File: src/design/awg_pkg.sv
/*
 shared types and constants for the waveform player
 SPI frame struct, memory word union, commands and register map
*/
package awg_pkg;

	// ------------------------------
	// spi transaction
	// ------------------------------

	// one received frame, command first on the wire
	typedef struct packed {
		logic [7:0]  command8;
		logic [15:0] address16;
		logic [31:0] data32;
	} spi_frame_t;

	localparam logic [7:0] CMD_WRITE = 8'h01; // anything else is a read

	// ------------------------------
	// waveform memory word
	// ------------------------------

	// word32 is the spi view, bytes the playback view
	// bytes[0] plays first and is the msb sent on spi,
	// so the stored word is byte swapped relative to spi
	typedef union packed {
		logic [31:0]     word32;
		logic [3:0][7:0] bytes;
	} sample_word_u;

	// ------------------------------
	// control register map
	// ------------------------------

	localparam logic [3:0] REG_START = 4'd0; // playback window start
	localparam logic [3:0] REG_END = 4'd1;   // playback window end, exclusive

	// playback byte address width
	// register bits 15:2 hold the byte address
	localparam int SAMPLE_AW = 14;

endpackage

File: src/design/control_registers.sv
`timescale 1ns/10ps
/*
 bank of 32-bit control registers written and read over SPI,
 playback window start and end exported to the sequencer
*/
module control_registers import awg_pkg::*; #(
	parameter int REG_AW = 4
) (
	input  logic        word_clock,
	input  logic        reset4_word_clock,
	input  spi_frame_t  frame,
	input  logic        transaction_valid,
	output logic [31:0] read_word,
	output logic [31:0] start_reg,
	output logic [31:0] end_reg
);
	localparam int NUM_REGS = 1 << REG_AW;
	localparam logic [31:0] DEFAULT_END = 32'd16; // 4-byte loop out of reset

	logic [31:0] regs [NUM_REGS];
	logic [REG_AW-1:0] reg_index;
	logic write_en;

	assign reg_index = frame.address16[REG_AW-1:0]; // upper address bits ignored
	assign write_en = transaction_valid && frame.command8 == CMD_WRITE;

	// ------------------------------
	// register writes
	// ------------------------------
	always_ff @(posedge word_clock) begin
		if (reset4_word_clock) begin
			for (int i = 0; i < NUM_REGS; i++) begin
				regs[i] <= '0;
			end
			regs[REG_END] <= DEFAULT_END;
		end else if (write_en) begin
			regs[reg_index] <= frame.data32;
		end
	end

	// ------------------------------
	// readback
	// ------------------------------

	// follows the address as it arrives, ready one clock later
	always_ff @(posedge word_clock) begin
		read_word <= regs[reg_index];
	end

	// window taps
	assign start_reg = regs[REG_START];
	assign end_reg = regs[REG_END];

endmodule

File: config.mk
export PLATFORM = sky130hd
export DESIGN_NAME = control_registers
export DESIGN_NICKNAME = d
export VERILOG_FILES = /design/src/design/awg_pkg.sv /design/src/design/control_registers.sv
export SDC_FILE = /design/constraint.sdc
export NUM_CORES = 1
export LEC_CHECK = 0
export ABC_AREA = 1
export BUFFER_PORTS_ARGS = -buffer_cell sky130_fd_sc_hd__buf_2
export CORE_ASPECT_RATIO = 1.75
export CORE_MARGIN = 2
export CORE_UTILIZATION = 41
export CTS_CLUSTER_DIAMETER = 120
export DETAILED_ROUTE_END_ITERATION = 10
export SKIP_LAST_GASP = 1
export SYNTH_ARGS = -nofsm -noshare
export SYNTH_HDL_FRONTEND = slang
export SYNTH_SLANG_ARGS = --single-unit
File: constraint.sdc
create_clock -name word_clock -period 2.65 [get_ports word_clock]
set_clock_uncertainty 0.1 [all_clocks]
set_input_delay 0.3975 -clock word_clock [delete_from_list [all_inputs] [get_ports word_clock]]
set_output_delay 0.3975 -clock word_clock [all_outputs]
set_load 0.02 [all_outputs]
### Word-level counts from Yosys, hierarchy flattened

Memories as Yosys holds them, arrays and structs flattened. A register that Yosys moved wholly into a read port is not among the register bits.
Index checks and enable logic that the tools add are counted.

* flip-flop bits (word level): 0
* memory bits (writable): 512
* output and inout bits: 96
* word-level logic and storage cells: 14
* memories kept: 1

Memory list
* regs: words 16, width 32, rd ports 3, clocked after Yosys merged registers in 1, wr ports 16, RTL line control_registers.sv:20 `logic [31:0] regs [NUM_REGS];`

* eq/ne operators: 1
* mux-type cells: 9
* bitwise operators: 1
* reductions and logical operators: 2

Operators by type and width (number)
* 32-bit 2-to-1 mux: 2
* 32-bit OR reduction: 1
* 8-bit by 1-bit equality test with 1-bit output, second input constant: 1
* 1-bit 2-to-1 mux: 6
* 4-bit 2-to-1 mux: 1
* 1-bit logical AND: 1
* 1-bit bitwise OR: 1

### Longest topological paths before layout

* depth after elaboration: 7
* depth in mapped cells: 12
* mapped depth without buffers: 9

### Least setup slack after synthesis

OpenSTA, ideal clock, no wires.

* kind: input port to flip-flop
* start point: in frame[51] in the netlist's numbering
* end point: mem regs[1][0] (enable)
* data arrival time: 2160 ps
* required time: 2161 ps
* path slack: 0 ps
* cell stages on the path: 7
* buffers on the path: 2
* path through: nor2_1 > nand2_1 > nor3_2 > buf_4 > nand3_1 > buf_2 > nand2_1

RTL lines
* from (decl): RTL line control_registers.sv:11 `input spi_frame_t frame,`
* to (decl): RTL line control_registers.sv:20

==> results.py <==
metrics = {
    "route": {
        "antenna_violating_nets_post_route": 0,
        "drt_wl_cell_um": 18.7,
        "drt-vias-per-instance": 5.04,
        "postRouteWirelength_um": 68200,
        "drcViolationCount": 0,
        "route.vias.total": 18400,
        "dr.first_iter.drc_count": 1756,
        "dr.pass1.iters": 5,
    },
    "clocking": {
        "clk_pin_slew_worst_paths_ns": 0.07,
        "cts_buffer_depth": 3,
        "cts_resized": 0,
        "cts_tree": "yes",
        "htree_num_levels": 2,
        "hold_fix_buffer_count_after_cts": 0,
        "tritoncts.num_buffers": 48,
        "cts.root.buffer_cell": "sky130_fd_sc_hd__clkbuf_16",
        "cts_post_setup_buffers_inserted": 0,
        "clk-insertion-delay-late_ns": 0.60,
        "clock-sinks": 544,
    },
    "critical_path": {
        "startpoint_type": "flip-flop",
        "crit_type": "reg2out",
        "setup.worst_path.end_class": "output port",
        "worst-path-buf-inv": 1,
        "max_stage_delay_ns": 0.50,
        "ff2ff_setup_slack_ns": 1.29,
        "timing.critical_path.arrival_ns": 1.31,
        "critical_path.cell_chain": "buf_2",
        "cpMaxStageDelayCell": "sky130_fd_sc_hd__edfxtp_1",
        "timing.critical_path.max_delay_family": "flip-flops",
        "cp_data_required_time_ns": 2.15,
        "critPathMaxFanout": 2,
    },
    "grt": {
        "grt.total_usage_pct": 22.2,
        "global_route.overflow_total": 0,
        "antenna_found_initial": 1,
        "grt_start_max_net_pins": 129,
        "grt_pass1_wl_um": 104000,
        "first_global_vias": 18200,
    },
    "layout": {
        "multi_input_comb_area_mm2": 0.00737,
        "fill_cells": 5636,
        "layout.cells.most_common_list": "sky130_fd_sc_hd__nand2_1, sky130_fd_sc_hd__nor2_1, sky130_fd_sc_hd__edfxtp_1",
        "layout.cell_area.non_filler_mm2": 0.0277,
        "syn2layout_area_growth_pct": 13.1,
        "layout.cells.most_common": "sky130_fd_sc_hd__nand2_1",
        "area.sequential_mm2": 0.0160,
        "antenna_cells_inserted": 0,
        "drive_above_1_share_pct": 10.2,
        "num-nets-final": 2893,
        "instances_no_fill": 3654,
    },
    "synth": {
        "synth_warnings": 0,
        "synth_cells": 2763,
        "ys_types": 16,
        "synth_seq_cells": 544,
        "syn-mean-instance-area_um2": 8.85,
        "post_syn_area_mm2": 0.0245,
        "seq_area_frac_synth_pct": 65.5,
        "syn_nets": 2822,
    },
    "power_and_ir_drop": {
        "p_per_area_mw_per_mm2": 673,
        "power_leakage_nw": 12.5,
        "vdd.ir_drop.worst_uv": 487,
    },
    "sta": {
        "timing.fmax_ghz": 0.555,
        "report.final.setup_viol": 0,
        "timing.max_slew.rel_slack_pct": 49.5,
        "final-hold-violation-count": 0,
        "grt_setup_unrepaired": "no",
        "slew_violations": 0,
        "timing.hold.ws_ns": 0.243,
        "post-route-min-period_ns": 1.80,
        "fin_tns_setup_ns": 0,
        "min_period_over_period_pct": 68.0,
        "timing_worst_slew_pin_value_ns": 0.757,
    },
    "place": {
        "detailedPlacementHpwl_um": 38800,
        "gp_routability_congestion": 0.780,
        "portBuffers": 142,
        "dp.cells": 3564,
        "detailed_place.area_mm2": 0.0262,
    },
    "run": {
        "drv.max_cap_violation_count": 0,
    },
    "floorplan": {
        "initial_core_util_pct": 41.4,
        "pin_count": 155,
        "row_count": 118,
        "floorplan.die.width_um": 189,
        "fp.dieArea_mm2": 0.0617,
        "floorplan.die.height_um": 327,
        "placeableCoreArea_mm2": 0.0591,
    },
    "run_status": {
        "outcome": "finished, final reports clean",
    },
    "hold_path": {
        "hold_path_class": "in2reg",
    },
}
[final cells by class]
cell class,count,area share (%)
multi-input cells,1935,26.6
clock buffers,58,4.59
repair buffers,201,5.07
clock inverters,32,0.868
inverters,104,1.45
flip-flops and latches,544,57.9
well taps,780,3.53
[per-layer routing]
layer  GRT usage, %  wire, um
met2           39.7     34700
met4           8.61      2400
met3           2.23      4300
met5              0        13
met1           27.5     26800
[path summary, 6_finish.rpt]
path                                           startpoint                       end  cells past startpoint
worst max-delay path             regs[1][4]$_SDFFCE_PN1P_                end_reg[4]                      1
worst min-delay path                             frame[4]  regs[5][4]$_SDFFCE_PN0P_                      4
worst max register to register   regs[1][4]$_SDFFCE_PN1P_      read_word[4]$_DFF_P_                      8
worst min register to register  regs[6][17]$_SDFFCE_PN0P_     read_word[17]$_DFF_P_                      8
[sequential cells by signal, indices dropped and copies added, names as in the netlist]
register / flops
regs: 512
read_word: 32
[where the power goes]
group / total, W / switching, W / internal (W)
Clock: 0.00691 / 0.00319 / 0.00372
Sequential: 0.00997 / 0.000146 / 0.00983
Combinational: 0.00173 / 0.00127 / 0.000461
Total: 0.0186 / 0.00460 / 0.0140
[stage by stage]
step / utilization [%] / power [W] / setup slack (ns)
6_report: 46.9 / 0.0186 / 0.847
5_1_grt: 46.9 / 0.0192 / 0.842
4_1_cts: 46.9 / 0.0187 / 0.830
3_5_place_dp: 44.3 / 0.0119 / 0.457
3_3_place_gp: 44.3 / 0.0119 / 0.479
2_1_floorplan: - / 0.0112 / 0.000167
[synth_stat cells (all sizes together)]
cell,count,area (um2)
nand3,17,125
nor3,1,10.0
dfxtp,32,641
clkinv,1,3.75
nand4,1,6.26
buf,47,223
nand2,1396,5240
inv,103,387
clkbuf,133,499
edfxtp,512,15400
nor2,520,1950
[cells by family (layout without fill, tap and decap cells)]
family                 Yosys count  in the layout  share of synthesized area (%)
AND/OR/NAND/NOR               1935           1935                           30.0
flip-flops                     544            544                           65.5
buffers and inverters          284            395                           4.55
(Power assumes the default switching activity.)
