File: src/design/awg_pkg.sv
/*
 shared types and constants for the waveform player
 SPI frame struct, memory word union, commands and register map
*/
package awg_pkg;

	// ------------------------------
	// spi transaction
	// ------------------------------

	// one received frame, command first on the wire
	typedef struct packed {
		logic [7:0]  command8;
		logic [15:0] address16;
		logic [31:0] data32;
	} spi_frame_t;

	localparam logic [7:0] CMD_WRITE = 8'h01; // anything else is a read

	// ------------------------------
	// waveform memory word
	// ------------------------------

	// word32 is the spi view, bytes the playback view
	// bytes[0] plays first and is the msb sent on spi,
	// so the stored word is byte swapped relative to spi
	typedef union packed {
		logic [31:0]     word32;
		logic [3:0][7:0] bytes;
	} sample_word_u;

	// ------------------------------
	// control register map
	// ------------------------------

	localparam logic [3:0] REG_START = 4'd0; // playback window start
	localparam logic [3:0] REG_END = 4'd1;   // playback window end, exclusive

	// playback byte address width
	// register bits 15:2 hold the byte address
	localparam int SAMPLE_AW = 14;

endpackage

File: src/design/playback_sequencer.sv
`timescale 1ns/10ps
/*
 looping playback byte address generator with window reload at each wrap,
 sync pulse aligned to the first sample of every pass
*/
module playback_sequencer import awg_pkg::*; #(
	parameter int MEM_AW = 12
) (
	input  logic              word_clock,
	input  logic              reset4_word_clock,
	input  logic [31:0]       start_reg,
	input  logic [31:0]       end_reg,
	output logic [MEM_AW+1:0] sample_address,
	output logic              sync_out
);
	localparam int BW = MEM_AW + 2; // byte address width

	logic [SAMPLE_AW-1:0] start_sample;
	logic [SAMPLE_AW-1:0] end_sample;
	logic [BW-1:0] start_byte;
	logic [BW-1:0] end_byte;
	logic [BW-1:0] first_address; // window of the current pass
	logic [BW-1:0] last_address;
	logic reload;
	logic sync_raw;

	assign start_sample = start_reg[SAMPLE_AW+1:2];
	assign end_sample = end_reg[SAMPLE_AW+1:2];
	assign start_byte = BW'(start_sample);
	assign end_byte = BW'(end_sample);

	// ------------------------------
	// address counter
	// ------------------------------
	always_ff @(posedge word_clock) begin
		if (reset4_word_clock) begin
			sample_address <= '0;
			first_address <= '0;
			last_address <= '0;
			reload <= 1'b1; // first clock out of reset starts a pass
			sync_raw <= 1'b0;
		end else if (reload || sample_address == last_address) begin
			sample_address <= start_byte;
			first_address <= start_byte;
			last_address <= end_byte - 1'b1; // window change lands here
			reload <= 1'b0;
			sync_raw <= 1'b1;
		end else begin
			sample_address <= sample_address + 1'b1;
			sync_raw <= 1'b0;
		end
	end

	// memory read adds a clock, keep sync on the start byte
	always_ff @(posedge word_clock) begin
		if (reset4_word_clock) begin
			sync_out <= 1'b0;
		end else begin
			sync_out <= sync_raw;
		end
	end

	assert property (@(posedge word_clock) disable iff (reset4_word_clock)
		!reload |-> (sample_address >= first_address && sample_address <= last_address))
		else $error("playback address outside the window");

endmodule

File: config.mk
export PLATFORM = sky130hd
export DESIGN_NAME = playback_sequencer
export DESIGN_NICKNAME = d
export VERILOG_FILES = /design/src/design/awg_pkg.sv /design/src/design/playback_sequencer.sv
export SDC_FILE = /design/constraint.sdc
export NUM_CORES = 1
export LEC_CHECK = 0
export BUFFER_PORTS_ARGS = -buffer_cell sky130_fd_sc_hd__buf_2
export CAP_MARGIN = 10
export CORE_ASPECT_RATIO = 1.1
export CORE_MARGIN = 2
export CORE_UTILIZATION = 49
export CTS_CLUSTER_SIZE = 16
export DETAILED_ROUTE_END_ITERATION = 10
export HOLD_SLACK_MARGIN = 0.05
export PLACE_DENSITY = 0.93
export SLEW_MARGIN = 20
export SYNTH_ARGS = -nofsm -noshare
export SYNTH_HDL_FRONTEND = slang
export SYNTH_SLANG_ARGS = --single-unit
File: constraint.sdc
create_clock -name word_clock -period 4.2 [get_ports word_clock]
set_clock_uncertainty 0.1 [all_clocks]
set_input_delay 0.21 -clock word_clock [delete_from_list [all_inputs] [get_ports word_clock]]
set_output_delay 0.21 -clock word_clock [all_outputs]
set_load 0.02 [all_outputs]
After elaboration in Yosys (flattened, before gate mapping)

Cells that the tools add are included.

Add/sub/neg operators: 2
Equality and inequality tests: 1
Mux-type cells: 2
Reduce and logical (&&, ||, !) cells: 1

Operators with widths:

| cell                                                                 | count |
|---|---|
| 14-bit by 1-bit adder with 14-bit output, second input constant      | 1 |
| 14-bit equality test                                                 | 1 |
| 14-bit 2-to-1 mux                                                    | 1 |
| 14-bit by 1-bit subtractor with 14-bit output, second input constant | 1 |
| 1-bit logical OR                                                     | 1 |
| 1-bit 2-to-1 mux                                                     | 1 |

Register bits: 31
Input port bits: 66
Output and inout bits: 15
Word-level logic and storage cells: 11

Longest topological paths before layout

Word-level depth: 3
Depth in mapped cells: 7
Mapped depth without buffers: 7

Worst setup path before layout

Ideal clock, no wire load.

Kind: register to register
From: register sample_address[5]
To: register sample_address[10]
Data arrival time: 1834 ps
Data required time: 3966 ps
Setup slack: 2132 ps
Stages on the path, launching flop included: 8
Buffers on the path: 2
Clock period less this slack: 2068 ps
Path through: dfxtp_1 -> xnor2_1 -> nand4_1 -> or4_1 -> buf_2 -> buf_6 -> a21oi_1 -> a211oi_1

Longest elaborated chain between the ends: 3
Elaborated cells between the ends (all ways): 4
Those cells by class: 1 x add/sub; 1 x eq/ne; 1 x mux; 1 x reduce/logical

Ends and longest elaborated chain:

| what                                                                             | line                     | RTL |
|---|---|---|
| start: declaration                                                               | playback_sequencer.sv:13 | `output logic [MEM_AW+1:0] sample_address,` |
| start signal: assignment                                                         | playback_sequencer.sv:43 | `sample_address <= start_byte;` |
| start signal: assignment                                                         | playback_sequencer.sv:49 | `sample_address <= sample_address + 1'b1;` |
| branches (longest 2 deep; another with 14-bit by 1-bit adder with 14-bit output) | --                       |  |
| 14-bit 2-to-1 mux *                                                              | playback_sequencer.sv:42 | `end else if (reload \|\| sample_address == last_address) begin` |

Mark *: on every way between the ends.
A chain may end at the register's enable or synchronous reset.

Worst setup path after layout

From: register sample_address[5]
To: register last_address[12]

Longest elaborated chain between the ends: 2

Ends and longest elaborated chain:

| what                   | line                     | RTL |
|---|---|---|
| 14-bit equality test   | playback_sequencer.sv:42 |  |
| 1-bit logical OR       | playback_sequencer.sv:42 |  |
| end signal: assignment | playback_sequencer.sv:45 | `last_address <= end_byte - 1'b1;` |
| end: declaration       | playback_sequencer.sv:23 | `logic [BW-1:0] last_address;` |

Every way passes these cells.

==> impl_metrics.env <==
export IMPL_outcome="completed"
export IMPL_cp_slowest_cell="or4_1"
export IMPL_r2r_end="last_address[12]$_SDFFE_PP0P_"
export IMPL_via_count=1512
export IMPL_syn_avg_cell_area_um2=8.91
export IMPL_fmax_mhz=414
export IMPL_coreArea_um2=3300
export IMPL_dp_hpwl_mm=2.59
export IMPL_slowest_delay_ns=0.84
export IMPL_hold_path_end="sample_address[6]$_SDFF_PP0_"
export IMPL_cp_required_ns=4.29
export IMPL_clkPwrFrac_pct=29.4
export IMPL_tns_ns=0
export IMPL_seq_area_frac_synth_pct=36.8
export IMPL_synth_top_family_by_area="simple AND/OR/NAND/NOR gates"
export IMPL_swShare_pct=28.4
export IMPL_hold_buffers=5
export IMPL_startpoint_type="flip-flop"
export IMPL_ys_async_sr_fraction_pct=0
export IMPL_cts_root_buf="clkbuf_4"
export IMPL_place_congestion=0.814
export IMPL_synthMuxAreaShare_pct=0
export IMPL_critPathLaunch="sample_address[5]$_SDFF_PP0_"
export IMPL_clk_latency_ns=0.33
export IMPL_synth_fa_ha_area_share_pct=1.49
export IMPL_portBuffers=44
export IMPL_grt_setup_unrepaired="false"
export IMPL_start_util_pct=51.0
export IMPL_pin_count=81
export IMPL_wl_mm=3.59
export IMPL_cts_resized=0
export IMPL_finalHoldViolCount=0
export IMPL_leakage_nw=0.744
export IMPL_synthCells=189
export IMPL_nets=302
export IMPL_ys_types=33
export IMPL_firstDrtPassIters=4
export IMPL_synth_most_common_cell="dfxtp_1"
export IMPL_yosysTopAreaCellShare_pct=36.8
export IMPL_hold_path_class="input port to flip-flop"
export IMPL_worstPathArrival_ns=2.50
export IMPL_synth_compound_area_share_pct=17.4
export IMPL_stdcell_count=271
export IMPL_syn_nets=257
export IMPL_worst_pin_slew_ns=0.838
export IMPL_comb_power_share_pct=18.9
export IMPL_synthTopCellsByArea="dfxtp_1 37%, xnor2_1 14%, a211oi_1 11%"
export IMPL_die_width_um=59.9
export IMPL_powerDensity_nw_per_um2=328
export IMPL_htreeDepth=2
export IMPL_via_per_inst=5.58
export IMPL_ys_seq_elements=31
export IMPL_worstPathCellList="xnor2_1 > nand4_1 > or4_1 > nand2_2 > a211oi_1"
export IMPL_die_area_um2=3920
export IMPL_post_cts_buffers=0
export IMPL_r2r_start="sample_address[5]$_SDFF_PP0_"
export IMPL_drtIter0Drc=55
export IMPL_syn_area_um2=1680
export IMPL_setup_viol=0
export IMPL_p_seq_share_pct=51.7
export IMPL_tritoncts="done"
export IMPL_grt_max_degree=32
export IMPL_cts_sinks=31
export IMPL_drv_cap=0
export IMPL_crit_fanout=14
export IMPL_switchingPower_uw=188
export IMPL_yosys_most_used_dff="dfxtp_1"
export IMPL_cts_buffer_depth=2
export IMPL_antenna_found_initial=0
export IMPL_r2r_cells=5
export IMPL_num_rows=22
export IMPL_grt_overflow=0
export IMPL_synth_edf_count=0
export IMPL_slew_limit_headroom_pct=43.7
export IMPL_avgRoutedWirePerCell_um=13.2
export IMPL_p_int_uw=473
export IMPL_ant_nets=0
export IMPL_final_max_slew_viol_count=0
export IMPL_crit_type="flip-flop to flip-flop"
export IMPL_cp_end_kind="flip-flop"
export IMPL_grt_pass1_wl_mm=5.78
export IMPL_clkSlewWorstSetupHoldPaths_ns=0.09
export IMPL_min_period_over_period_pct=57.5
export IMPL_die_y_um=65.5
export IMPL_ff2ff_setup_slack_ns=1.79
export IMPL_diodes=0
export IMPL_post_place_cells=257
export IMPL_synth_area_leader_cell="dfxtp_1"
export IMPL_hold_depth=3
export IMPL_yosysWarnings=0
export IMPL_synth_xor_area_share_pct=18.7
export IMPL_layout_drive_gt1_share_pct=24.7
export IMPL_irDropWorstVdd_mv=0.136
export IMPL_min_from="start_reg[8]"
export IMPL_grt_pass1_vias=1338
export IMPL_synthSimpleGateAreaFrac_pct=20.7
export IMPL_drcViolationCount=0
export IMPL_area_growth_pct=19.5
export IMPL_numCtsBuffers=5
export IMPL_grt_total_usage_pct=19.6
export IMPL_fin_crit_ns=2.41
export IMPL_ys_top_cells_by_count="31 x dfxtp_1, 26 x xnor2_1, 25 x a211oi_1, 18 x nor3_1, 12 x a21oi_1"
-- placed cells by master (no fill, tap or decap), drive strengths merged, types with 5 or more instances in the layout --
| cell | count |
|---|---|
| clkbuf | 8 |
| xnor2 | 26 |
| nand4 | 5 |
| a21oi | 14 |
| xor2 | 10 |
| dfxtp | 31 |
| buf | 44 |
| nor2 | 7 |
| a211oi | 25 |
| dlygate4sd3 | 6 |
| nand3 | 7 |
| nand2 | 10 |
| nor3 | 18 |
-- kinds of logic after synthesis --
kind of cell | count (synthesis)
xor+xnor | 36
simple gates | 61
flops | 31
compound gates | 43
buf+inv | 16
fa+ha+maj | 2
-- layout make-up --
type / instances / area [um^2]
fillers: 302 / 1290
multi-input cells: 142 / 982
flip-flops and latches: 31 / 621
repair buffers: 50 / 280
clock buffers: 8 / 68.8
well taps: 36 / 45.0
inverters: 4 / 15.0
-- state kept, by name, indices dropped and copies added, names as in the netlist --
| signal | cells |
|---|---|
| sync_out | 1 |
| last_address | 14 |
| reload | 1 |
| sync_raw | 1 |
| sample_address | 14 |
-- metal layers --
layer	wire length, um	track usage, %	share of wire (%)
met1	1630	23.5	45
met2	1610	29.8	45
met3	216	5.51	6.0
met4	134	13.1	3.7
met5	0	0	0
-- critical path, delay by kind of cell, from the launching register on --
kind	cells	cell delay, ns
and+or+nand+nor	3	1.38
DFF	1	0.49
AOI/OAI and AO/OA	1	0.13
xor gates and xnor gates	1	0.17
-- metrics by stage --
step / instance area (um^2) / hold slack (ns) / util [%] / power, mW / worst slack [ns]
2_1_floorplan: 1680 / 0.200 / - / 0.427 / 2.13
3_3_place_gp: 1880 / 0.315 / 57.0 / 0.465 / 1.87
6_report: 2010 / 0.0733 / 60.9 / 0.661 / 1.79
5_1_grt: 2010 / 0.0656 / 60.9 / 0.699 / 1.59
4_1_cts: 2000 / 0.0559 / 60.6 / 0.666 / 1.80
3_5_place_dp: 1880 / 0.338 / 57.0 / 0.469 / 1.82
-- power by group through the flow --
stage | Combinational (mW) | Sequential (mW) | Clock, mW
2_1_floorplan | 0.0738 | 0.353 | 0
3_3_place_gp | 0.118 | 0.347 | 0
3_5_place_dp | 0.121 | 0.348 | 0
4_1_cts | 0.125 | 0.341 | 0.200
5_1_grt | 0.137 | 0.345 | 0.217
6_report | 0.125 | 0.342 | 0.194
-- worst max path at each step --
| stage | endpoint | depth (start not counted) |
|---|---|---|
| final | last_address[12]$_SDFFE_PP0P_ | 5 |
| after global routing | sample_address[10]$_SDFF_PP0_ | 5 |
| after CTS | last_address[6]$_SDFFE_PP0P_ | 5 |
| after detailed placement | last_address[6]$_SDFFE_PP0P_ | 5 |
| after global placement | last_address[6]$_SDFFE_PP0P_ | 5 |
| after floorplan | sample_address[10]$_SDFF_PP0_ | 7 |
(Power assumes the default switching activity.)
