File: src/design/awg_pkg.sv
/*
 shared types and constants for the waveform player
 SPI frame struct, memory word union, commands and register map
*/
package awg_pkg;

	// ------------------------------
	// spi transaction
	// ------------------------------

	// one received frame, command first on the wire
	typedef struct packed {
		logic [7:0]  command8;
		logic [15:0] address16;
		logic [31:0] data32;
	} spi_frame_t;

	localparam logic [7:0] CMD_WRITE = 8'h01; // anything else is a read

	// ------------------------------
	// waveform memory word
	// ------------------------------

	// word32 is the spi view, bytes the playback view
	// bytes[0] plays first and is the msb sent on spi,
	// so the stored word is byte swapped relative to spi
	typedef union packed {
		logic [31:0]     word32;
		logic [3:0][7:0] bytes;
	} sample_word_u;

	// ------------------------------
	// control register map
	// ------------------------------

	localparam logic [3:0] REG_START = 4'd0; // playback window start
	localparam logic [3:0] REG_END = 4'd1;   // playback window end, exclusive

	// playback byte address width
	// register bits 15:2 hold the byte address
	localparam int SAMPLE_AW = 14;

endpackage

File: src/design/spi_slave_cmd_addr_data.sv
`timescale 1ns/10ps
/*
 SPI mode 0 slave for 8-bit command, 16-bit address and 32-bit data frames,
 oversampled on word_clock; returns read_word on MISO during the data phase
*/
module spi_slave_cmd_addr_data import awg_pkg::*; (
	input  logic        word_clock,
	input  logic        reset4_word_clock,
	input  logic        sclk,
	input  logic        mosi,
	input  logic        ssel_n,
	output logic        miso,
	output spi_frame_t  frame,
	output logic        transaction_valid,
	input  logic [31:0] read_word
);
	localparam int CMD_BITS = 8;
	localparam int ADDR_END = 24; // command plus address
	localparam int FRAME_BITS = 56;

	// ------------------------------
	// pin synchronizers
	// ------------------------------
	logic [1:0] sclk_sync;
	logic [1:0] mosi_sync;
	logic [1:0] ssel_sync;
	logic sclk_last;
	logic ssel_last;
	logic selected;
	logic sclk_rise;
	logic sclk_fall;
	logic ssel_fall;
	logic ssel_rise;

	always_ff @(posedge word_clock) begin
		if (reset4_word_clock) begin
			sclk_sync <= 2'b00;
			ssel_sync <= 2'b11; // idle deselected
			sclk_last <= 1'b0;
			ssel_last <= 1'b1;
		end else begin
			sclk_sync <= {sclk_sync[0], sclk};
			ssel_sync <= {ssel_sync[0], ssel_n};
			sclk_last <= sclk_sync[1];
			ssel_last <= ssel_sync[1];
		end
	end

	// data pin, same latency as sclk
	always_ff @(posedge word_clock) begin
		mosi_sync <= {mosi_sync[0], mosi};
	end

	assign selected = ~ssel_sync[1];
	assign sclk_rise = selected & sclk_sync[1] & ~sclk_last;
	assign sclk_fall = selected & ~sclk_sync[1] & sclk_last;
	assign ssel_fall = ~ssel_sync[1] & ssel_last; // start of frame
	assign ssel_rise = ssel_sync[1] & ~ssel_last;  // end of frame

	// ------------------------------
	// receive side
	// ------------------------------
	logic [5:0] bit_count;

	always_ff @(posedge word_clock) begin
		if (reset4_word_clock) begin
			bit_count <= '0;
		end else if (ssel_fall) begin
			bit_count <= '0;
		end else if (sclk_rise && bit_count != 6'h3f) begin
			bit_count <= bit_count + 6'd1; // saturates so long frames never alias to 56
		end
	end

	// fields fill in wire order, address is complete right after bit 24
	always_ff @(posedge word_clock) begin
		if (sclk_rise) begin
			if (bit_count < 6'(CMD_BITS)) begin
				frame.command8 <= {frame.command8[6:0], mosi_sync[1]};
			end else if (bit_count < 6'(ADDR_END)) begin
				frame.address16 <= {frame.address16[14:0], mosi_sync[1]};
			end else begin
				frame.data32 <= {frame.data32[30:0], mosi_sync[1]};
			end
		end
	end

	// ------------------------------
	// transmit side
	// ------------------------------
	logic [31:0] miso_shift;

	// first falling edge after bit 24 puts the msb of read_word out
	always_ff @(posedge word_clock) begin
		if (reset4_word_clock || ssel_rise) begin
			miso_shift <= '0;
		end else if (sclk_fall) begin
			if (bit_count == 6'(ADDR_END)) begin
				miso_shift <= read_word;
			end else begin
				miso_shift <= {miso_shift[30:0], 1'b0};
			end
		end
	end

	assign miso = miso_shift[31];

	// one pulse per complete frame, 3 clocks after ssel_n goes high
	always_ff @(posedge word_clock) begin
		if (reset4_word_clock) begin
			transaction_valid <= 1'b0;
		end else begin
			transaction_valid <= ssel_rise && bit_count == 6'(FRAME_BITS);
		end
	end

	assert property (@(posedge word_clock) disable iff (reset4_word_clock)
		transaction_valid |=> !transaction_valid)
		else $error("transaction_valid held for more than one cycle");

endmodule

File: config.mk
export PLATFORM = sky130hd
export DESIGN_NAME = spi_slave_cmd_addr_data
export DESIGN_NICKNAME = d
export VERILOG_FILES = /design/src/design/awg_pkg.sv /design/src/design/spi_slave_cmd_addr_data.sv
export SDC_FILE = /design/constraint.sdc
export NUM_CORES = 1
export LEC_CHECK = 0
export CAP_MARGIN = 10
export CORE_MARGIN = 4
export CORE_UTILIZATION = 35
export CTS_CLUSTER_DIAMETER = 150
export CTS_CLUSTER_SIZE = 28
export DETAILED_ROUTE_END_ITERATION = 10
export DONT_BUFFER_PORTS = 1
export PLACE_DENSITY_LB_ADDON = 0.2
export RECOVER_POWER = 25
export REMOVE_ABC_BUFFERS = 1
export SLEW_MARGIN = 20
export SYNTH_ARGS = -nofsm -noshare
export SYNTH_HDL_FRONTEND = slang
export SYNTH_SLANG_ARGS = --single-unit
File: constraint.sdc
create_clock -name word_clock -period 5.08 [get_ports word_clock]
set_input_delay 1.016 -clock word_clock [delete_from_list [all_inputs] [get_ports word_clock]]
set_output_delay 1.016 -clock word_clock [all_outputs]
set_load 0.05 [all_outputs]
Word level (Yosys, flattened, before mapping):

Cells that the tools add are included.

* register bits after elaboration: 103
* output and inout port bits: 58
* logic and storage cells: 37

* add/subtract/negate cells: 1
* magnitude comparators: 2
* eq/ne operators: 3
* mux-type cells: 1
* bitwise logic cells: 12
* reduce and logical (&&, ||, !) cells: 7

Operators with widths (number)
* $mux 32: 1
* $add 6x1->6 const B: 1
* $and 1x1->1: 6
* $eq 6x5->1 const B: 1
* $eq 6x6->1 const B: 1
* $lt 6x4->1 const B: 1
* $lt 6x5->1 const B: 1
* $ne 6x6->1 const B: 1
* $not 1->1: 6
* $reduce_and 3->1: 2
* $logic_and 1x1->1: 2
* $reduce_and 2->1: 1
* $reduce_or 2->1: 1
* $logic_or 1x1->1: 1

Longest topological paths before layout:

* word-level depth: 4
* mapped depth: 6

Least setup slack after synthesis:

No wires, ideal clock.

* path type: reg-to-reg
* from: reg bit_count[3]
* to: reg frame[0] (netlist bit), enable pin
* arrival: 2.405 ns
* slack: 2.253 ns
* stages on the path, launching flop included: 7
* buffers on the path: 3
* clock period less this slack: 2.827 ns
* cell sequence: dfxtp_1 buf_2 and2_1 clkbuf_1 buf_6 nor2_1 nor2_1

* cells in the longest elaborated chain, start to end: 3

RTL lines
* start: declaration: RTL line spi_slave_cmd_addr_data.sv:63 `logic [5:0] bit_count;`
* start signal: assignment: RTL line spi_slave_cmd_addr_data.sv:71 `bit_count <= bit_count + 6'd1;`
* $lt 6x5->1 or $lt 6x4->1 (tied branches): RTL line spi_slave_cmd_addr_data.sv:80, spi_slave_cmd_addr_data.sv:78
* $not 1->1 (no line)
* $reduce_and 3->1 (no line) *
* end: declaration: RTL line spi_slave_cmd_addr_data.sv:13 `output spi_frame_t frame,`

Mark *: on every way between the ends. The rest lies on a longest branch, timed or not.
A chain may end at the register's enable or synchronous reset.

Worst setup path in the final report:

* from: reg bit_count[3]
* to: reg frame[31] (netlist bit), enable pin

Same word-level chain as after synthesis.

==> results.tsv <==
stage	metric	value	unit
clock_tree	worst-case clock buffer depth	2	
floorplanning	# rows	38	
flow_run	max-cap violations	0	
route	routed len/inst	18.45	um
logic_synthesis	top cell type's share of synthesized area	0.4177	
logic_synthesis	Yosys cell types	43	
placed_design	pre-CTS WS	2.857	ns
timing	final worst slack	2.922	ns
clock_tree	clk slew on worst S/H paths	0.07	ns
floorplanning	I/O pins	95	
clock_tree	clock buffer count from CTS	9	
global_routing	antenna violations before repair	0	
logic_synthesis	Cells after Synth	315	
logic_synthesis	synthesis-stage register bit count	103	
final_layout	# nets final	340	
setup_path	crit-path max FO	35	
pwr	power per cell area	372.4	mW/mm^2
route	drt total wl	8229	um
floorplanning	Die ar.	0.01328	sq mm
floorplanning	Initial Utilization	0.3650	
logic_synthesis	Ys Warns	0	
setup_path	Crit path largest cell delay	0.68	ns
placed_design	hpwl dp	5169	um
timing	Setup Skew	0.004909	ns
setup_path	CP arrival	2.12	ns
clock_tree	Post-CTS Setup Inserts	0	
route	via density per instance	5.527	
pwr	clock power share	0.443	
clock_tree	CTS tree	yes	
clock_tree	post-cts resize count	0	
pwr	Switching Power	0.0003358	W
placed_design	number of port buffers	0	
logic_synthesis	post-synthesis sequential area ratio	0.6513	
clock_tree	clk root buf	clkbuf_16	
pwr	P_int	0.001272	W
pwr	combinational share of power	0.012	
floorplanning	die height	115.3	um
outcome	status	finished, final reports clean	
global_routing	maximum number of pins on one net before global-route repair	65	
logic_synthesis	top post-synthesis cells by area	edfxtp_1 (42%), dfxtp_1 (23%), o211ai_1 (6.5%)	
route	DRC errors left	0	
timing	unrepaired setup endpoints after global routing	false	
timing	Setup Viol. Count Final	0	
route	first-pass detailed-route iteration total	4	
setup_path	cell family with most CP delay	simple AND/OR/NAND/NOR gates	
setup_path	slowest CP cell	nor2_4	
logic_synthesis	most common cell in the synthesized netlist	edfxtp_1	
pwr	sequential power share	0.546	
setup_path	crit path launch type	register	
timing	period utilization	0.4248	
logic_synthesis	ys async rst share	0	
clock_tree	clk sinks	103	
timing	Max Freq	463.4	MHz
floorplanning	Die Width	115.3	um
clock_tree	hold buffers post-CTS	0	
logic_synthesis	number of synthesized flops with an enable pin	56	
global_routing	total grt overflow	0	
setup_path	Buf/Inv on CP	1	
route	vias	2465	
timing	Slew Viols, Final	0	
timing	Hold Fails Final Rpt	0	
setup_path	critical setup path kind	reg2reg	
timing	Worst Max-Slew Pin Slew	0.9544	ns
global_routing	vias in the first global route	2337	
global_routing	overall global routing resource usage	0.1221	
logic_synthesis	Mean Syn Cell Area	12.78	sq um
final_layout	layout cells sized above 1	0.1209	
timing	final worst path period need	2.158	ns
floorplanning	core area	0.01103	sq mm
pwr	sw frac	0.2088	
min_path	worst min path class	reg2reg	
clock_tree	CTS H-tree lvls	3	
final_layout	area grow syn2layout	7.272	%
logic_synthesis	Mapped Area	0.004026	sq mm
setup_path	critical path data required time	5.04	ns
final_layout	fillers	1056	
final_layout	ant diodes	0	
setup_path	crit-path cells	and2_1 > buf_4 > nor2_1 > nor2_4	
placed_design	GP Congestion	0.7264	
clock_tree	clock insertion delay at the later pin of the skew report	0.34	ns
final_layout	final instance area	0.004319	sq mm
logic_synthesis	top cell type by total area after synthesis	edfxtp_1	
logic_synthesis	Commonest cells post-synth	edfxtp_1 (56), dfxtp_1 (47), o211ai_1 (35)	
pwr	P_leak	1.300	nW
logic_synthesis	top_reg_cell synth	edfxtp_1	
setup_path	Setup crit end kind	register	
timing	setup TNS	0	ns
placed_design	Post-DP Area	0.004005	sq mm
timing	worst rel slew slack	0.3584	
route	Starting DRT DRC Count	227	
pwr	total power	0.001608	W
route	antenna violation net count after detailed routing	0	
global_routing	first-pass GRT wire length	12770	um
pwr	worst vdd ir	0.2761	mV
==> worst paths after layout <==
kind         depth (start not counted)           end  slack, ns          from
min reg2reg                          0  mosi_sync[1]       0.33  mosi_sync[0]
max                                  4     frame[31]       2.92  bit_count[3]
max reg2reg                          4     frame[31]       2.92  bit_count[3]
min                                  0  mosi_sync[1]       0.33  mosi_sync[0]
==> logic make-up after synthesis <==
family	after synthesis	synth area share
DFF	103	0.6513
AOI/OAI and AO/OA	107	0.1706
buffers and inverters	36	0.07147
muxes	2	0.004972
and+or+nand+nor	64	0.09323
xor gates and xnor gates	1	0.002176
adders and majority gates	2	0.006214
==> area by class of cell <==
type | count | area [sq um] | area share
Tap cell | 140 | 175.2 | 0.04056
Inverter | 4 | 15.01 | 0.003476
Clock inverter | 7 | 88.84 | 0.02057
Timing Repair Buffer | 7 | 52.55 | 0.01217
Clock buffer | 9 | 225.2 | 0.05214
Sequential cell | 103 | 2623 | 0.6072
Multi-Input combinational cell | 176 | 1140 | 0.2639
==> registers in the layout (all words and copies together), names as in the netlist <==
register           flops
frame                 56
sclk_last              1
mosi_sync              2
transaction_valid      1
sclk_sync              2
ssel_last              1
ssel_sync              2
bit_count              6
miso_shift            32
==> power groups by stage <==
stage | sequential [W] | combinational, W | clock, W
after floorplan | 0.000896 | 0.0000130 | 0
after global placement | 0.000896 | 0.0000183 | 0
after detailed placement | 0.000897 | 0.0000185 | 0
after CTS | 0.000877 | 0.0000186 | 0.000735
after global routing | 0.000878 | 0.0000203 | 0.000770
final | 0.000877 | 0.0000187 | 0.000712
==> metrics by stage <==
step | hold WS (ns) | util | instances
floorplan | 0.3096 | - | 283
global placement | 0.3113 | 0.3631 | 430
detailed placement | 0.3121 | 0.3631 | 430
CTS | 0.3304 | 0.3916 | 446
global route | 0.3437 | 0.3916 | 446
finish | 0.3305 | 0.3916 | 446
==> cells in the final DEF (no fill, tap or decap), types with 2 or more instances in the layout <==
master | Yosys | final
a21oi_1 | 4 | 4
a311oi_1 | 2 | 2
a31oi_1 | 32 | 32
and3_1 | 3 | 3
buf_4 | 1 | 7
clkbuf_16 | 0 | 9
dfxtp_1 | 47 | 47
edfxtp_1 | 56 | 56
ha_1 | 2 | 2
inv_1 | 4 | 4
inv_6 | 0 | 4
mux2i_1 | 2 | 2
nand2_1 | 4 | 4
nand2b_1 | 2 | 2
nand3_1 | 33 | 33
nor2b_1 | 3 | 3
nor3_1 | 3 | 2
nor3b_2 | 1 | 2
o211ai_1 | 35 | 35
o21ai_0 | 2 | 2
o21ai_1 | 28 | 28
o21ai_2 | 2 | 2
or2_2 | 3 | 3
==> per-layer routing <==
metal / track usage / vias to the layer above / wire length (um)
met5: 0 / - / 0
met4: 0.03521 / 0 / 87
met3: 0.05421 / 8 / 816
met2: 0.1925 / 96 / 3908
met1: 0.1523 / 1168 / 3416
li1: - / 1193 / -
No activity file was read; power rests on OpenSTA's default activity.
